<file path="config.mk">
export PLATFORM = sky130hd
export DESIGN_NAME = eth_fd_dram_rmw_flat
export DESIGN_NICKNAME = d
export VERILOG_FILES = /design/src/common/eth_fd_mem_pkg.sv /design/src/common/eth_fd_cmd_if.sv /design/src/common/eth_fd_mem_if.sv /design/src/dram_rmw/eth_fd_dram_rmw.sv /design/src/flat_wrapper.sv
export VERILOG_INCLUDE_DIRS = /design/src /design/src/common
export SDC_FILE = /design/constraint.sdc
export NUM_CORES = 1
export LEC_CHECK = 0
export ABC_AREA = 1
export BUFFER_PORTS_ARGS = -buffer_cell sky130_fd_sc_hd__buf_4
export CAP_MARGIN = 0
export CORE_MARGIN = 3
export CORE_UTILIZATION = 51
export CTS_CLUSTER_SIZE = 16
export DETAILED_ROUTE_END_ITERATION = 8
export GPL_ROUTABILITY_DRIVEN = 0
export PLACE_DENSITY = 0.83
export SLEW_MARGIN = 20
export SYNTH_ARGS = -nofsm -noshare
export SYNTH_HDL_FRONTEND = slang
export SYNTH_SLANG_ARGS = --single-unit
</file>
<file path="constraint.sdc">
create_clock -name clk -period 3.8 [get_ports clk]
set_clock_uncertainty 0.05 [all_clocks]
set_input_delay 0.76 -clock clk [delete_from_list [all_inputs] [get_ports clk]]
set_output_delay 0.76 -clock clk [all_outputs]
set_load 0.05 [all_outputs]
</file>
<file path="src/common/eth_fd_params.svh">
/*
	Rule memory path parameters. Bus width, lane widths, rule memory
	depth and rule memory latency.
*/
`ifndef ETH_FD_PARAMS_SVH
`define ETH_FD_PARAMS_SVH

// Host bus width, a multiple of 32.
`define ETH_FD_AXI_WIDTH 32
`define ETH_FD_LANES (`ETH_FD_AXI_WIDTH / 32)

// Stored bits per 32-bit lane.
`define ETH_FD_LANE_BITS 30

`define ETH_FD_MEM_AWIDTH 11
`define ETH_FD_MEM_LAT 2 // Cycles from req to ack.

`endif

</file>
<file path="src/common/eth_fd_mem_pkg.sv">
/*
	Rule memory types. Packed 30-bit lanes, bit mask
	and word address.
*/
`default_nettype none

`include "eth_fd_params.svh"

package eth_fd_mem_pkg;

	// Packed lanes, lane i at bits i*30 and up.
	typedef logic [`ETH_FD_LANES*`ETH_FD_LANE_BITS-1:0] mem_word_t;

	// Set bit takes the new data.
	typedef logic [`ETH_FD_LANES*`ETH_FD_LANE_BITS-1:0] mem_mask_t;

	typedef logic [`ETH_FD_MEM_AWIDTH-1:0] mem_addr_t; // Word address.

endpackage

`default_nettype wire

</file>
<file path="src/common/eth_fd_cmd_if.sv">
/*
	Command channel from the bus port to the RMW sequencer.
	Single-cycle requests, single-cycle done.
*/
`timescale 1ns/100ps
`default_nettype none

interface eth_fd_cmd_if;
	import eth_fd_mem_pkg::*;

	logic read_req;
	logic write_req;
	mem_addr_t addr;
	mem_mask_t mask;
	mem_word_t wdata;

	logic done;
	mem_word_t rdata; // Stored word, valid with done.

	modport issuer (output read_req, write_req, addr, mask, wdata, input done, rdata);

	modport executor (input read_req, write_req, addr, mask, wdata, output done, rdata);

endinterface

`default_nettype wire

</file>
<file path="src/common/eth_fd_mem_if.sv">
/*
	Rule memory channel with a req/ack level handshake.
	ack follows req, req drops after ack, ack drops after req.
*/
`timescale 1ns/100ps
`default_nettype none

interface eth_fd_mem_if;
	import eth_fd_mem_pkg::*;

	logic req;
	logic we;
	mem_addr_t addr;
	mem_word_t wdata;

	logic ack;
	mem_word_t rdata; // Held until the next request.

	modport requester (output req, we, addr, wdata, input ack, rdata);

	modport responder (input req, we, addr, wdata, output ack, rdata);

endinterface

`default_nettype wire

</file>
<file path="src/dram_rmw/eth_fd_dram_rmw.sv">
/*
	Read-modify-write sequencer on the req/ack memory channel.
	Every command reads the word first, writes merge the new data
	under the bit mask and store it back.
*/
`timescale 1ns/100ps
`default_nettype none

module eth_fd_dram_rmw (
	input logic clk,
	input logic rst_n,
	eth_fd_cmd_if.executor cmd,
	eth_fd_mem_if.requester mem
);
	import eth_fd_mem_pkg::*;

	typedef enum logic [1:0] {
		ST_IDLE,
		ST_READ,
		ST_WRITE
	} state_t;

	state_t state;
	logic ack_prev;
	logic ack_fall;
	logic write_pending;
	logic start;
	mem_mask_t mask_q;
	mem_word_t wdata_q;
	mem_word_t rdata_q;

	assign ack_fall = ack_prev & ~mem.ack; // End of a transfer.
	assign start = (state == ST_IDLE) && (cmd.read_req || cmd.write_req);
	assign mem.wdata = wdata_q;
	assign cmd.rdata = rdata_q;

	always_ff @(posedge clk) begin
		if (start) begin
			mem.addr <= cmd.addr;
			mask_q <= cmd.mask;
			wdata_q <= cmd.wdata;
		end else if (state == ST_READ && ack_fall) begin
			// Old bits where the mask is clear.
			wdata_q <= (wdata_q & mask_q) | (mem.rdata & ~mask_q);
		end
		if (state == ST_READ && ack_fall) begin
			rdata_q <= mem.rdata;
		end
	end

	always_ff @(posedge clk) begin
		if (!rst_n) begin
			state <= ST_IDLE;
			mem.req <= 1'b0;
			mem.we <= 1'b0;
			ack_prev <= 1'b0;
			write_pending <= 1'b0;
			cmd.done <= 1'b0;
		end else begin
			ack_prev <= mem.ack;
			cmd.done <= 1'b0;
			case (state)
				ST_IDLE: begin
					if (start) begin
						state <= ST_READ;
						mem.we <= 1'b0;
						mem.req <= 1'b1;
						write_pending <= cmd.write_req;
					end
				end
				ST_READ: begin
					if (mem.ack) begin
						mem.req <= 1'b0;
					end else if (ack_fall) begin
						if (write_pending) begin
							state <= ST_WRITE;
							mem.we <= 1'b1;
							mem.req <= 1'b1;
							write_pending <= 1'b0;
						end else begin
							state <= ST_IDLE;
							cmd.done <= 1'b1;
						end
					end
				end
				ST_WRITE: begin
					if (mem.ack) begin
						mem.req <= 1'b0;
					end else if (ack_fall) begin
						state <= ST_IDLE;
						mem.we <= 1'b0;
						cmd.done <= 1'b1;
					end
				end
				default: begin
					state <= ST_IDLE;
				end
			endcase
		end
	end

	a_idle_no_req: assert property (@(posedge clk) disable iff (!rst_n)
		state == ST_IDLE |-> !mem.req);

	// A command completes only after its last transfer.
	a_done_after_req: assert property (@(posedge clk) disable iff (!rst_n)
		$rose(cmd.done) |-> !mem.req);

endmodule

`default_nettype wire

</file>
<file path="src/flat_wrapper.sv">
// flat-port wrapper written by rule: the top's interface ports become plain ports
module eth_fd_dram_rmw_flat import eth_fd_mem_pkg::*;
  (clk, rst_n, cmd_read_req, cmd_write_req, cmd_addr, cmd_mask, cmd_wdata, cmd_done, cmd_rdata, mem_req, mem_we, mem_addr, mem_wdata, mem_ack, mem_rdata);
  eth_fd_cmd_if cmd_i ();
  eth_fd_mem_if mem_i ();
  input logic clk;
  input logic rst_n;
  input wire logic [$bits(cmd_i.read_req)-1:0] cmd_read_req;
  input wire logic [$bits(cmd_i.write_req)-1:0] cmd_write_req;
  input wire logic [$bits(cmd_i.addr)-1:0] cmd_addr;
  input wire logic [$bits(cmd_i.mask)-1:0] cmd_mask;
  input wire logic [$bits(cmd_i.wdata)-1:0] cmd_wdata;
  output wire logic [$bits(cmd_i.done)-1:0] cmd_done;
  output wire logic [$bits(cmd_i.rdata)-1:0] cmd_rdata;
  output wire logic [$bits(mem_i.req)-1:0] mem_req;
  output wire logic [$bits(mem_i.we)-1:0] mem_we;
  output wire logic [$bits(mem_i.addr)-1:0] mem_addr;
  output wire logic [$bits(mem_i.wdata)-1:0] mem_wdata;
  input wire logic [$bits(mem_i.ack)-1:0] mem_ack;
  input wire logic [$bits(mem_i.rdata)-1:0] mem_rdata;
  assign cmd_i.read_req = cmd_read_req;
  assign cmd_i.write_req = cmd_write_req;
  assign cmd_i.addr = cmd_addr;
  assign cmd_i.mask = cmd_mask;
  assign cmd_i.wdata = cmd_wdata;
  assign cmd_done = cmd_i.done;
  assign cmd_rdata = cmd_i.rdata;
  assign mem_req = mem_i.req;
  assign mem_we = mem_i.we;
  assign mem_addr = mem_i.addr;
  assign mem_wdata = mem_i.wdata;
  assign mem_i.ack = mem_ack;
  assign mem_i.rdata = mem_rdata;
  eth_fd_dram_rmw u_core (.clk(clk), .rst_n(rst_n), .cmd(cmd_i), .mem(mem_i));
endmodule
</file>
Word level (Yosys, flattened, before mapping)
Index checks and enable logic that the tools add are counted.
Widths: inputs -> output; s select.
{"block": "totals", "register_bits": 108, "input_bits": 106, "out_inout_bits": 74, "word_cells": 66}
{"block": "op_classes", "eq_ne": 11, "n_mux": 28, "bitwise_logic": 6, "n_reduce_logical": 11}
{"operator": "$and 30x30->30", "n": 2}
{"operator": "$mux 30", "n": 2}
{"operator": "$not 30->30", "n": 1}
{"operator": "$or 30x30->30", "n": 1}
{"operator": "$mux 1", "n": 15}
{"operator": "$mux 2", "n": 6}
{"operator": "$reduce_and 5->1", "n": 2}
{"operator": "$ne 2x1->1 const B", "n": 4}
{"operator": "$reduce_and 7->1", "n": 1}
{"operator": "$ne 2x2->1 const B", "n": 3}
{"operator": "$ne 3x2->1 const B", "n": 2}
{"operator": "$pmux 1 s3", "n": 2}
{"operator": "$pmux 2 s3", "n": 1}
{"operator": "$pmux 1 s2", "n": 2}
{"operator": "$reduce_and 4->1", "n": 1}
{"operator": "$reduce_bool 2->1", "n": 2}
{"operator": "$reduce_bool 3->1", "n": 1}
{"operator": "$eq 2x1->1 const B", "n": 1}
{"operator": "$eq 2x2->1 const B", "n": 1}
{"operator": "$logic_and 1x1->1", "n": 2}
{"operator": "$logic_not 2->1", "n": 1}
{"operator": "$and 1x1->1", "n": 1}
{"operator": "$logic_or 1x1->1", "n": 1}
{"operator": "$not 1->1", "n": 1}

Depth between registers and ports, before layout
{"block": "depth", "word_depth": 5, "mapped_depth": 8, "ltp_nobuf": 8}

Least setup slack after synthesis
Ideal clock, no wire load.
{"block": "synth_path", "path_kind": "input -> register", "from": "input port mem_ack", "to": "register with a tool-made name", "setup_time_ns": 0.304, "arrival_time_ns": 2.088, "required_time_ns": 3.446, "setup_slack_ns": 1.358, "stages": 6, "path_buffers": 1, "cell_sequence": "inv_2 -> nand2_2 -> nor2_2 -> nor2_2 -> buf_4 -> a21oi_1"}
{"item": "from (decl)", "line_no": "flat_wrapper.sv:19", "rtl": "input wire logic [$bits(mem_i.ack)-1:0] mem_ack;"}

==> impl_results.md <==
- Status: finished, final reports clean
- # DRC: 0
- Total Neg Setup Slack: 0 ns
- Layout area overhead: 38.0%
- Worst-Margin Slew: roughly 1 ns
- Worst reg-to-reg path cell count: 6
- DR vias/cell: 5.08
- Worst Path Required: 3.83 ns
- Power density cells: 804 nW/um^2
- Largest net degree at the start of global routing: 73
- DRT iter0 DRCs: 169
- Worst setup margin: 1.60 ns
- Async S/R FF share, synth: 0
- RSZ-0062 raised after global routing: no
- Max frequency: roughly 0.45 GHz
- Total wire length: 9570 um
- Fin crit share: 0.580
- Initial antenna violation count: 0
- Port bufs: 179
- EDFF count, synth: 101
- H-tree lvl count: 3
- Setup bufs post-CTS: 0
- Post-synthesis sequential area ratio: 0.754
- Layout Nets: 598
- CP max FO: 60
- Worst R2R Start: u_core.state[0]
- Starting Density: 0.534
- Layout cell share with drive strength beyond 1: 0.428
- GRT overflow: 0
- Core area: a little under 8000 sq um
- Peak VDD IR: between 0.8 and 0.9 mV
- Count leader, synth: edfxtp_1
- Xor-xnor portion of the synthesized cell area: 0
- Max-cap check violation count: 0
- Mux contribution to synthesized area: 0
- Worst-Skew Late Latency: 0.35 ns
- Setup violators final: 0
- Synth Flop Type: edfxtp_1
- Synthesized Nets: 417
- Vias in the first global route: slightly above 3000
- Post-CTS Resized: 0
- Root Driver: clkbuf_8
- Max-slew violation count: 0
- Cts hold-fix bufs: 0
- Hold depth: 2
- Hold Startpoint: u_core.mem.req
- Avg WL per Cell: roughly 16 um
- Clk sinks: 108
- Worst reg2reg setup slack: 1.60 ns
- TritonCTS Buffers: 9
- Synth Area in Simple Gates: 0.151
- Top post-synthesis cells by area: edfxtp_1, nand2_1, nand3b_1
- Area share of the largest cell type after synthesis: 0.720
- #FFs+latches synth: about 110
- Clock buffer depth: 2
- Drt pass-1 iters: 4
- Post-Synthesis Cells: between 300 and 400
- Synth Area per Inst: between 10 and 15 sq um
- Final min period: 2.20 ns
- Rel. slew slack: 0.328
- CTS tree: built
- Die width: 96.9 um
- Total track usage: 0.204
- Rows: 32
- Yosys Warn Count: 0
- Reg clk slew, reported paths: 0.10 ns
- Final hold violations: 0
- Pleak: 2.51 nW
- Data arrival, critical path: 2.23 ns
- Worst Hold Class: reg2reg
- Post-DRT Antenna Nets: 0
- Startpoint types: register
- # IOs: 180
- Chip Height: about 97 um
- Commonest cells post-synth: edfxtp_1, nand2_1, a21oi_1, nand3b_1, inv_1
- Critical path class: reg2reg
- Antenna Cells: 0
- Area share of fa/ha/maj cells after synthesis: 0.0178
- Post-synth top area cell: edfxtp_1
- Main combinational cell family by area after synthesis: simple AND/OR/NAND/NOR gates
- Tot Pwr: around 4.7 mW
- Total die area: 9380 sq um
- Synth Area in Compound Gates: 0.0475
- Via count: 3012
- HPWL after detailed placement: approximately 7000 um
- Netlist cell types: 20
- Post-synthesis cell area: roughly 4200 sq um
- Hold EP: u_core.mem.req
- First-pass GRT wire length: 15100 um
- Crit. End Element: register
- Pre-CTS setup slack: about 1.4 ns
## worst max-delay path by stage
stage / endpoint / from / slack [ns]
2_1_floorplan: register / mem_ack / 1.36
3_3_place_gp: register / cmd_write_req / 1.49
3_5_place_dp: register / cmd_write_req / 1.40
4_1_cts: register / u_core.state[0] / 1.58
5_1_grt: register / u_core.state[1] / 1.41
6_report: register / u_core.state[0] / 1.60
## cell families (layout without fill, tap and decap cells)
kind of cell / Yosys count / in the layout
AOI/OAI and AO/OA: 37 / 37
adders and majority gates: 6 / 6
and+or+nand+nor: 128 / 128
DFF: 108 / 108
buffers and inverters: 26 / 212
## layer usage
layer / vias to the layer above / track usage / part of all wire
li1: 1437 / - / -
met1: 1417 / 0.237 / 0.38
met2: 137 / 0.359 / 0.53
met3: 21 / 0.0483 / 0.066
met4: 0 / 0.0875 / 0.028
met5: - / 0 / 0
## critical path, stage by stage, from the launching register on
cell and delay, ns:
dfxtp_1 0.41, inv_1 0.11, ha_1 0.24, inv_2 0.11, nor2_8 0.05, inv_2 0.72, a21oi_1 0.22
## area by class of cell
type	count	area, sq um
clock buffer	9	124
clock inverter	7	51.3
fill	539	2080
inverter	14	52.6
multi-input combinational	171	917
sequential	108	3170
tap	102	128
timing repair buffer	182	1370
## where the power goes
group / internal (mW) / total, mW / switching (mW)
Clock: 0.241 / 0.621 / 0.380
Sequential: 1.80 / 1.93 / 0.129
Combinational: 0.603 / 2.12 / 1.52
## cell usage in the layout, fill, tap and decap left out, drive strengths merged
master	count
ha	6
dfxtp	7
clkinv	5
nor2	15
o21ai	3
nand2	76
a21oi	34
edfxtp	101
buf	182
nand3b	30
clkbuf	9
nand3	5
clkinvlp	1
nand4	1
nor3	1
inv	15
## stage by stage
stage | area [sq um] | hold slack [ns] | std cells | utilization
floorplan | 4210 | 0.433 | 305 | -
CTS | 5810 | 0.407 | 593 | 0.737
global placement | 5640 | 0.397 | 577 | 0.715
finish | 5810 | 0.405 | 593 | 0.737
detailed placement | 5640 | 0.393 | 577 | 0.715
global route | 5810 | 0.422 | 593 | 0.737
No activity file was read; power rests on OpenSTA's default activity.
