[src/common/eth_fd_params.svh]
/*
	Rule memory path parameters. Bus width, lane widths, rule memory
	depth and rule memory latency.
*/
`ifndef ETH_FD_PARAMS_SVH
`define ETH_FD_PARAMS_SVH

// Host bus width, a multiple of 32.
`define ETH_FD_AXI_WIDTH 32
`define ETH_FD_LANES (`ETH_FD_AXI_WIDTH / 32)

// Stored bits per 32-bit lane.
`define ETH_FD_LANE_BITS 30

`define ETH_FD_MEM_AWIDTH 11
`define ETH_FD_MEM_LAT 2 // Cycles from req to ack.

`endif

[src/common/eth_fd_bus_pkg.sv]
/*
	Host bus types of the rule memory path.
	Data word, byte strobe and byte address.
*/
`default_nettype none

`include "eth_fd_params.svh"

package eth_fd_bus_pkg;

	// One host data word.
	typedef logic [`ETH_FD_AXI_WIDTH-1:0] bus_word_t;

	typedef logic [`ETH_FD_AXI_WIDTH/8-1:0] bus_strb_t; // One bit per byte.

	// Byte address, bits 1:0 ignored.
	typedef logic [12:0] bus_addr_t;

endpackage

`default_nettype wire

[src/common/eth_fd_mem_pkg.sv]
/*
	Rule memory types. Packed 30-bit lanes, bit mask
	and word address.
*/
`default_nettype none

`include "eth_fd_params.svh"

package eth_fd_mem_pkg;

	// Packed lanes, lane i at bits i*30 and up.
	typedef logic [`ETH_FD_LANES*`ETH_FD_LANE_BITS-1:0] mem_word_t;

	// Set bit takes the new data.
	typedef logic [`ETH_FD_LANES*`ETH_FD_LANE_BITS-1:0] mem_mask_t;

	typedef logic [`ETH_FD_MEM_AWIDTH-1:0] mem_addr_t; // Word address.

endpackage

`default_nettype wire

[src/common/eth_fd_cmd_if.sv]
/*
	Command channel from the bus port to the RMW sequencer.
	Single-cycle requests, single-cycle done.
*/
`timescale 1ns/100ps
`default_nettype none

interface eth_fd_cmd_if;
	import eth_fd_mem_pkg::*;

	logic read_req;
	logic write_req;
	mem_addr_t addr;
	mem_mask_t mask;
	mem_word_t wdata;

	logic done;
	mem_word_t rdata; // Stored word, valid with done.

	modport issuer (output read_req, write_req, addr, mask, wdata, input done, rdata);

	modport executor (input read_req, write_req, addr, mask, wdata, output done, rdata);

endinterface

`default_nettype wire

[src/design/eth_fd_bus_port.sv]
/*
	Host register port. Registers host commands, expands byte strobes
	into bit masks and converts between 32-bit bus lanes and 30-bit
	memory lanes. Requests that arrive while busy are dropped.
*/
`timescale 1ns/100ps
`default_nettype none

`include "eth_fd_params.svh"

module eth_fd_bus_port (
	input logic clk,
	input logic rst_n,
	input logic read_req,
	input logic write_req,
	input eth_fd_bus_pkg::bus_addr_t addr,
	input eth_fd_bus_pkg::bus_strb_t strb,
	input eth_fd_bus_pkg::bus_word_t wdata,
	output eth_fd_bus_pkg::bus_word_t rdata,
	output logic done,
	output logic cmd_drop,
	eth_fd_cmd_if.issuer cmd
);
	import eth_fd_bus_pkg::*;
	import eth_fd_mem_pkg::*;

	localparam int LB = `ETH_FD_LANE_BITS;

	logic busy;
	logic accept;
	bus_word_t strb_bits;
	mem_mask_t mask_packed;
	mem_word_t wdata_packed;
	bus_word_t rdata_unpacked;

	assign accept = (read_req | write_req) & ~busy;

	always_comb begin
		for (int k = 0; k < `ETH_FD_AXI_WIDTH/8; k++) begin
			strb_bits[k*8 +: 8] = {8{strb[k]}};
		end
	end

	// Bits 31:30 of each lane are not stored.
	for (genvar i = 0; i < `ETH_FD_LANES; i++) begin : g_lane
		assign mask_packed[i*LB +: LB] = strb_bits[i*32 +: LB];
		assign wdata_packed[i*LB +: LB] = wdata[i*32 +: LB];
		assign rdata_unpacked[i*32 +: 32] = {{(32-LB){1'b0}}, cmd.rdata[i*LB +: LB]};
	end

	always_ff @(posedge clk) begin
		if (!rst_n) begin
			busy <= 1'b0;
			cmd.read_req <= 1'b0;
			cmd.write_req <= 1'b0;
			cmd_drop <= 1'b0;
			done <= 1'b0;
			rdata <= '0;
		end else begin
			cmd.write_req <= accept & write_req;
			cmd.read_req <= accept & read_req;
			cmd_drop <= (read_req | write_req) & busy;
			done <= cmd.done;
			if (accept) begin
				busy <= 1'b1;
			end else if (cmd.done) begin
				busy <= 1'b0;
			end
			if (cmd.done) begin
				rdata <= rdata_unpacked;
			end
		end
	end

	always_ff @(posedge clk) begin
		if (accept) begin
			cmd.addr <= addr[12:2]; // Word address.
			cmd.mask <= mask_packed;
			cmd.wdata <= wdata_packed;
		end
	end

	a_one_cmd: assert property (@(posedge clk) disable iff (!rst_n)
		!(cmd.read_req && cmd.write_req));

endmodule

`default_nettype wire

[src/flat_wrapper.sv]
// flat-port wrapper written by rule: the top's interface ports become plain ports
module eth_fd_bus_port_flat import eth_fd_bus_pkg::*; import eth_fd_mem_pkg::*;
  (clk, rst_n, read_req, write_req, addr, strb, wdata, rdata, done, cmd_drop, cmd_read_req, cmd_write_req, cmd_addr, cmd_mask, cmd_wdata, cmd_done, cmd_rdata);
  eth_fd_cmd_if cmd_i ();
  input logic clk;
  input logic rst_n;
  input logic read_req;
  input logic write_req;
  input eth_fd_bus_pkg::bus_addr_t addr;
  input eth_fd_bus_pkg::bus_strb_t strb;
  input eth_fd_bus_pkg::bus_word_t wdata;
  output eth_fd_bus_pkg::bus_word_t rdata;
  output logic done;
  output logic cmd_drop;
  output wire logic [$bits(cmd_i.read_req)-1:0] cmd_read_req;
  output wire logic [$bits(cmd_i.write_req)-1:0] cmd_write_req;
  output wire logic [$bits(cmd_i.addr)-1:0] cmd_addr;
  output wire logic [$bits(cmd_i.mask)-1:0] cmd_mask;
  output wire logic [$bits(cmd_i.wdata)-1:0] cmd_wdata;
  input wire logic [$bits(cmd_i.done)-1:0] cmd_done;
  input wire logic [$bits(cmd_i.rdata)-1:0] cmd_rdata;
  assign cmd_read_req = cmd_i.read_req;
  assign cmd_write_req = cmd_i.write_req;
  assign cmd_addr = cmd_i.addr;
  assign cmd_mask = cmd_i.mask;
  assign cmd_wdata = cmd_i.wdata;
  assign cmd_i.done = cmd_done;
  assign cmd_i.rdata = cmd_rdata;
  eth_fd_bus_port u_core (.clk(clk), .rst_n(rst_n), .read_req(read_req), .write_req(write_req), .addr(addr), .strb(strb), .wdata(wdata), .rdata(rdata), .done(done), .cmd_drop(cmd_drop), .cmd(cmd_i));
endmodule
[config.mk]
export PLATFORM = sky130hd
export DESIGN_NAME = eth_fd_bus_port_flat
export DESIGN_NICKNAME = d
export VERILOG_FILES = /design/src/common/eth_fd_bus_pkg.sv /design/src/common/eth_fd_mem_pkg.sv /design/src/common/eth_fd_cmd_if.sv /design/src/design/eth_fd_bus_port.sv /design/src/flat_wrapper.sv
export VERILOG_INCLUDE_DIRS = /design/src /design/src/common
export SDC_FILE = /design/constraint.sdc
export NUM_CORES = 1
export LEC_CHECK = 0
export BUFFER_PORTS_ARGS = -buffer_cell sky130_fd_sc_hd__buf_2
export CELL_PAD_IN_SITES_DETAIL_PLACEMENT = 0
export CELL_PAD_IN_SITES_GLOBAL_PLACEMENT = 1
export CORE_MARGIN = 5
export CORE_UTILIZATION = 28
export CTS_CLUSTER_DIAMETER = 150
export DETAILED_ROUTE_END_ITERATION = 10
export PLACE_DENSITY = 0.75
export SKIP_LAST_GASP = 1
export SLEW_MARGIN = 20
export SYNTH_ARGS = -nofsm -noshare
export SYNTH_HDL_FRONTEND = slang
export SYNTH_SLANG_ARGS = --single-unit
[constraint.sdc]
create_clock -name clk -period 3.2 [get_ports clk]
set_input_delay 0.96 -clock clk [delete_from_list [all_inputs] [get_ports clk]]
set_output_delay 0.96 -clock clk [all_outputs]
set_load 0.05 [all_outputs]
Yosys cells after proc, flatten, opt, wreduce, memory -nomap -nowiden

Index checks and enable logic that the tools add are counted.

Logic and storage cells: 18
Output and inout port bits: 107
Bits in registers: 101

Bitwise operators: 6
Reductions and logical operators: 1
Mux-type cells: 2

Operator list:

| operator          | count |
|---|---|
| $and 1x1->1       | 4 |
| $mux 1            | 2 |
| $reduce_bool 2->1 | 1 |
| $not 1->1         | 1 |
| $or 1x1->1        | 1 |

Longest topological paths before layout

Depth after elaboration: 3
Gate-level depth with buffers: 4

Worst setup path before layout

No wires, ideal clock.

Path kind: in2reg
From: input write_req
To: register u_core.cmd.addr[0] (enable)
Slack: -159 ps
Arrival time: 2,910 ps
Stages: 2
Required time: 2,752 ps
Buffers on the path: 0
Cells stage by stage: nor2_1 nor2_1

Word-level cells in the longest chain between the ends: 2

Ends and longest elaborated chain:

| item                    | line                  | source |
|---|---|---|
| start: declaration      | flat_wrapper.sv:8     | `input logic write_req;` |
| $or 1x1->1              | eth_fd_bus_port.sv:36 | `assign accept = (read_req \| write_req) & ~busy;` |
| $and 1x1->1             | eth_fd_bus_port.sv:36 |  |
| named net u_core.accept | eth_fd_bus_port.sv:30 | `logic accept;` |
| end: declaration        | eth_fd_cmd_if.sv:20   | `modport issuer (output read_req, write_req, addr, mask, wdata, input done, rdata);` |

The timed path passes the listed nets, and every way through them passes these cells.
A chain may end at the register's enable or synchronous reset.

==> out/qor.csv <==
stage,metric,value,unit
placement,gp_congestion,0.766,
pwr,p_clk_frac,0.291,
worst_setup_path,critPathCaptureType,output port,
logic_synthesis,synth_compound_area_frac,0.00346,
logic_synthesis,netlist_area,2890,um^2
global_routing,grt_start_max_net_pins,36,
final_layout,fin_nets,432,
drt,via_per_inst,3.93,
logic_synthesis,yosysSeqAreaShare,0.710,
pwr,power.switching,0.804,mW
global_routing,antenna_found_initial,1,
worst_setup_path,crit_fanout,8,
logic_synthesis,synthMuxAreaShare,0.104,
sta,layout_worst_path_cycle_share,0.644,
final_layout,drive_gt1_frac,0.569,
worst_setup_path,worst_path_max_delay_cell,edfxtp_1,
worst_setup_path,critPathKind,flop to output port,
worst_setup_path,worstPathCellList,buf_2,
drt,num_vias,1922,
final_layout,fin_cells,489,
logic_synthesis,synth_top_area_share,0.468,
placement,port_buffers,184,
logic_synthesis,avgSynthCellArea,15.6,um^2
logic_synthesis,netlist_top_cells_area,"edfxtp_1 (47%), dfxtp_1 (24%), mux2i_1 (10%), buf_4 (7.3%), nor2b_1 (6.5%)",
final_layout,utilization,0.383,
worst_setup_path,worstPathRequired,2.24,ns
logic_synthesis,synthSimpleGateAreaFrac,0.0797,
pwr,seq_power_share,0.485,
cts,postCtsHoldBufs,0,
final_layout,layout-area-overhead-vs-synth,35.1,%
floorplan,die_w,112,um
sta,max_slew_margin,0.370,
sta,timing_hold_violations_final,0,
cts,clock_latency,0.34,ns
pwr,ir_worst_vdd,238,uV
floorplan,die_area,12500,um^2
final_layout,final_cell_area,3900,um^2
logic_synthesis,ys.warnings.count,0,
worst_setup_path,cp_num_buf_inv,1,
cts,h-tree-depth,3,
floorplan,start_util,0.284,
drt,ant_nets,0,
cts,clkTransAtPathRegs,0.08,ns
worst_setup_path,critical_path.top_delay_family,flip-flops,
sta,rsz0062_at_grt,no,
cts,post_cts_resized,0,
sta,period_minus_slack,2.06,ns
sta,skew,0.00736,ns
drt,routed_wl,6.47,mm
final_layout,diodes,0,
sta,worst_pin_slew,0.945,ns
sta,maxSlewViolCount,0,
logic_synthesis,ys_types,15,
global_routing,grt_pass1_vias,2005,
placement,hpwl,5.04,mm
worst_setup_path,worst_setup_path_start_kind,flop,
placement,dpl-instance-area,3710,um^2
global_routing,track_usage,0.104,
pwr,power.density,630,nW/um^2
logic_synthesis,synth_xor_area_frac,0,
cts,cts.sinks,80,
drt,firstDrtPassIters,4,
cts,cts_buffer_depth,2,
floorplan,rows,37,
floorplan,coreArea,10200,um^2
logic_synthesis,synth_fa_ha_area_frac,0,
worst_setup_path,critPathArrivalTime,1.10,ns
logic_synthesis,synth-seq-cells,80,
global_routing,overflow,0,
logic_synthesis,yosysTopAreaCell,edfxtp_1,
drt,drc,0,
hold_path,worst_hold_path_type,flop to flop,
sta,fmax,485,MHz
drt,first_iter_violations,50,
pwr,swShare,0.327,
sta,setup_viol,0,
pwr,power_frac_comb,0.225,
global_routing,grt_pass1_wl,10.3,mm
cts,cts_buffers,9,
cts,root_buffer,clkbuf_8,
pwr,p_leak,1.86,nW
floorplan,die_h,112,um
cts,cts_tree,done,
pwr,p_int,1.65,mW
logic_synthesis,synth_top_family_by_area,multiplexers,
drt,routedWlPerCell,13.2,um
outcome,status,"finished, final reports clean",
worst_setup_path,cp_slowest_stage_delay,0.45,ns
logic_synthesis,syn_inst,185,
flow_run,maxCapViolCount,0,
sta,fin_setup_tns,0,ns
cts,cts_setup_buffers,0,
floorplan,io_pins,191,
placement,dp.cells,473,
-- power groups by stage --
| stage | combinational [mW] | sequential [mW] | clock [mW] |
|---|---|---|---|
| 6_report | 0.553 | 1.19 | 0.714 |
| 5_1_grt | 0.579 | 1.20 | 0.804 |
| 2_1_floorplan | 0.204 | 1.46 | 0 |
| 3_3_place_gp | 0.557 | 1.21 | 0 |
| 3_5_place_dp | 0.560 | 1.21 | 0 |
| 4_1_cts | 0.560 | 1.19 | 0.754 |
-- synthesized netlist by cell type, drive strengths merged --
master and instances:
and2 1, and3b 2, buf 33, clkbuf 2, conb 1, dfxtp 35, edfxtp 45, mux2i 30
nand2 2, nor2 3, nor2b 30, o311a 1
-- logic make-up after synthesis --
group,after synthesis
buffers and inverters,35
multiplexers,30
AND/OR/NAND/NOR,38
flip-flops,80
AO/OA/AOI/OAI,1
other,1
-- flip-flops by register name, summed over array words and instances, names as in the netlist --
| name | count |
|---|---|
| u_core.cmd.read_req | 1 |
| u_core.cmd_drop | 1 |
| u_core.cmd.addr | 11 |
| u_core.cmd.write_req | 1 |
| u_core.rdata | 30 |
| u_core.cmd.wdata | 30 |
| u_core.cmd.mask | 4 |
| u_core.done | 1 |
| u_core.busy | 1 |
-- worst paths after layout --
| check | endpoint | slack (ns) | startpoint | cells after the start |
|---|---|---|---|---|
| hold / removal | u_core.rdata[16] | 0.51 | u_core.rdata[16] | 2 |
| setup / recovery | cmd_mask[17] | 1.14 | u_core.cmd.mask[23] | 1 |
| hold reg to reg | u_core.rdata[16] | 0.51 | u_core.rdata[16] | 2 |
| setup reg to reg | u_core.cmd.wdata[7] | 1.81 | u_core.busy | 2 |
-- tightest hold or removal path, cell delays in order, from the launching register on --
cell and delay [ns]:
dfxtp_1 0.32, mux2i_1 0.06, nor2b_1 0.09
-- area by class of cell --
class,instances,area [um^2]
Clock buffer,11,131
Clock inverter,5,58.8
Fill cell,1015,6280
Multi-Input combinational cell,71,556
Sequential cell,80,2050
Tap cell,136,170
Timing Repair Buffer,186,936
-- placed cells by master, fill, tap and decap left out, drive strengths merged --
master,count
and2,1
and3b,2
buf,186
bufinv,1
clkbuf,11
clkinv,2
clkinvlp,2
conb,2
dfxtp,35
edfxtp,45
mux2i,30
nand2,2
nor2,3
nor2b,30
o311a,1
-- routing by layer --
metal / vias to the layer above / GRT usage / routed length, um
met5: - / 0 / 17
met3: 10 / 0.0582 / 834
met4: 2 / 0.0316 / 53
met2: 130 / 0.173 / 3040
li1: 930 / - / -
met1: 850 / 0.115 / 2520
-- stage by stage --
stage | hold WS (ns) | power [mW] | setup WS, ns
after floorplan | 0.463 | 1.67 | 0.614
after global placement | 0.492 | 1.77 | 1.04
after detailed placement | 0.501 | 1.77 | 1.02
after CTS | 0.515 | 2.51 | 1.10
after global routing | 0.542 | 2.58 | 1.01
final | 0.514 | 2.46 | 1.14
No activity file was read; power rests on OpenSTA's default activity.
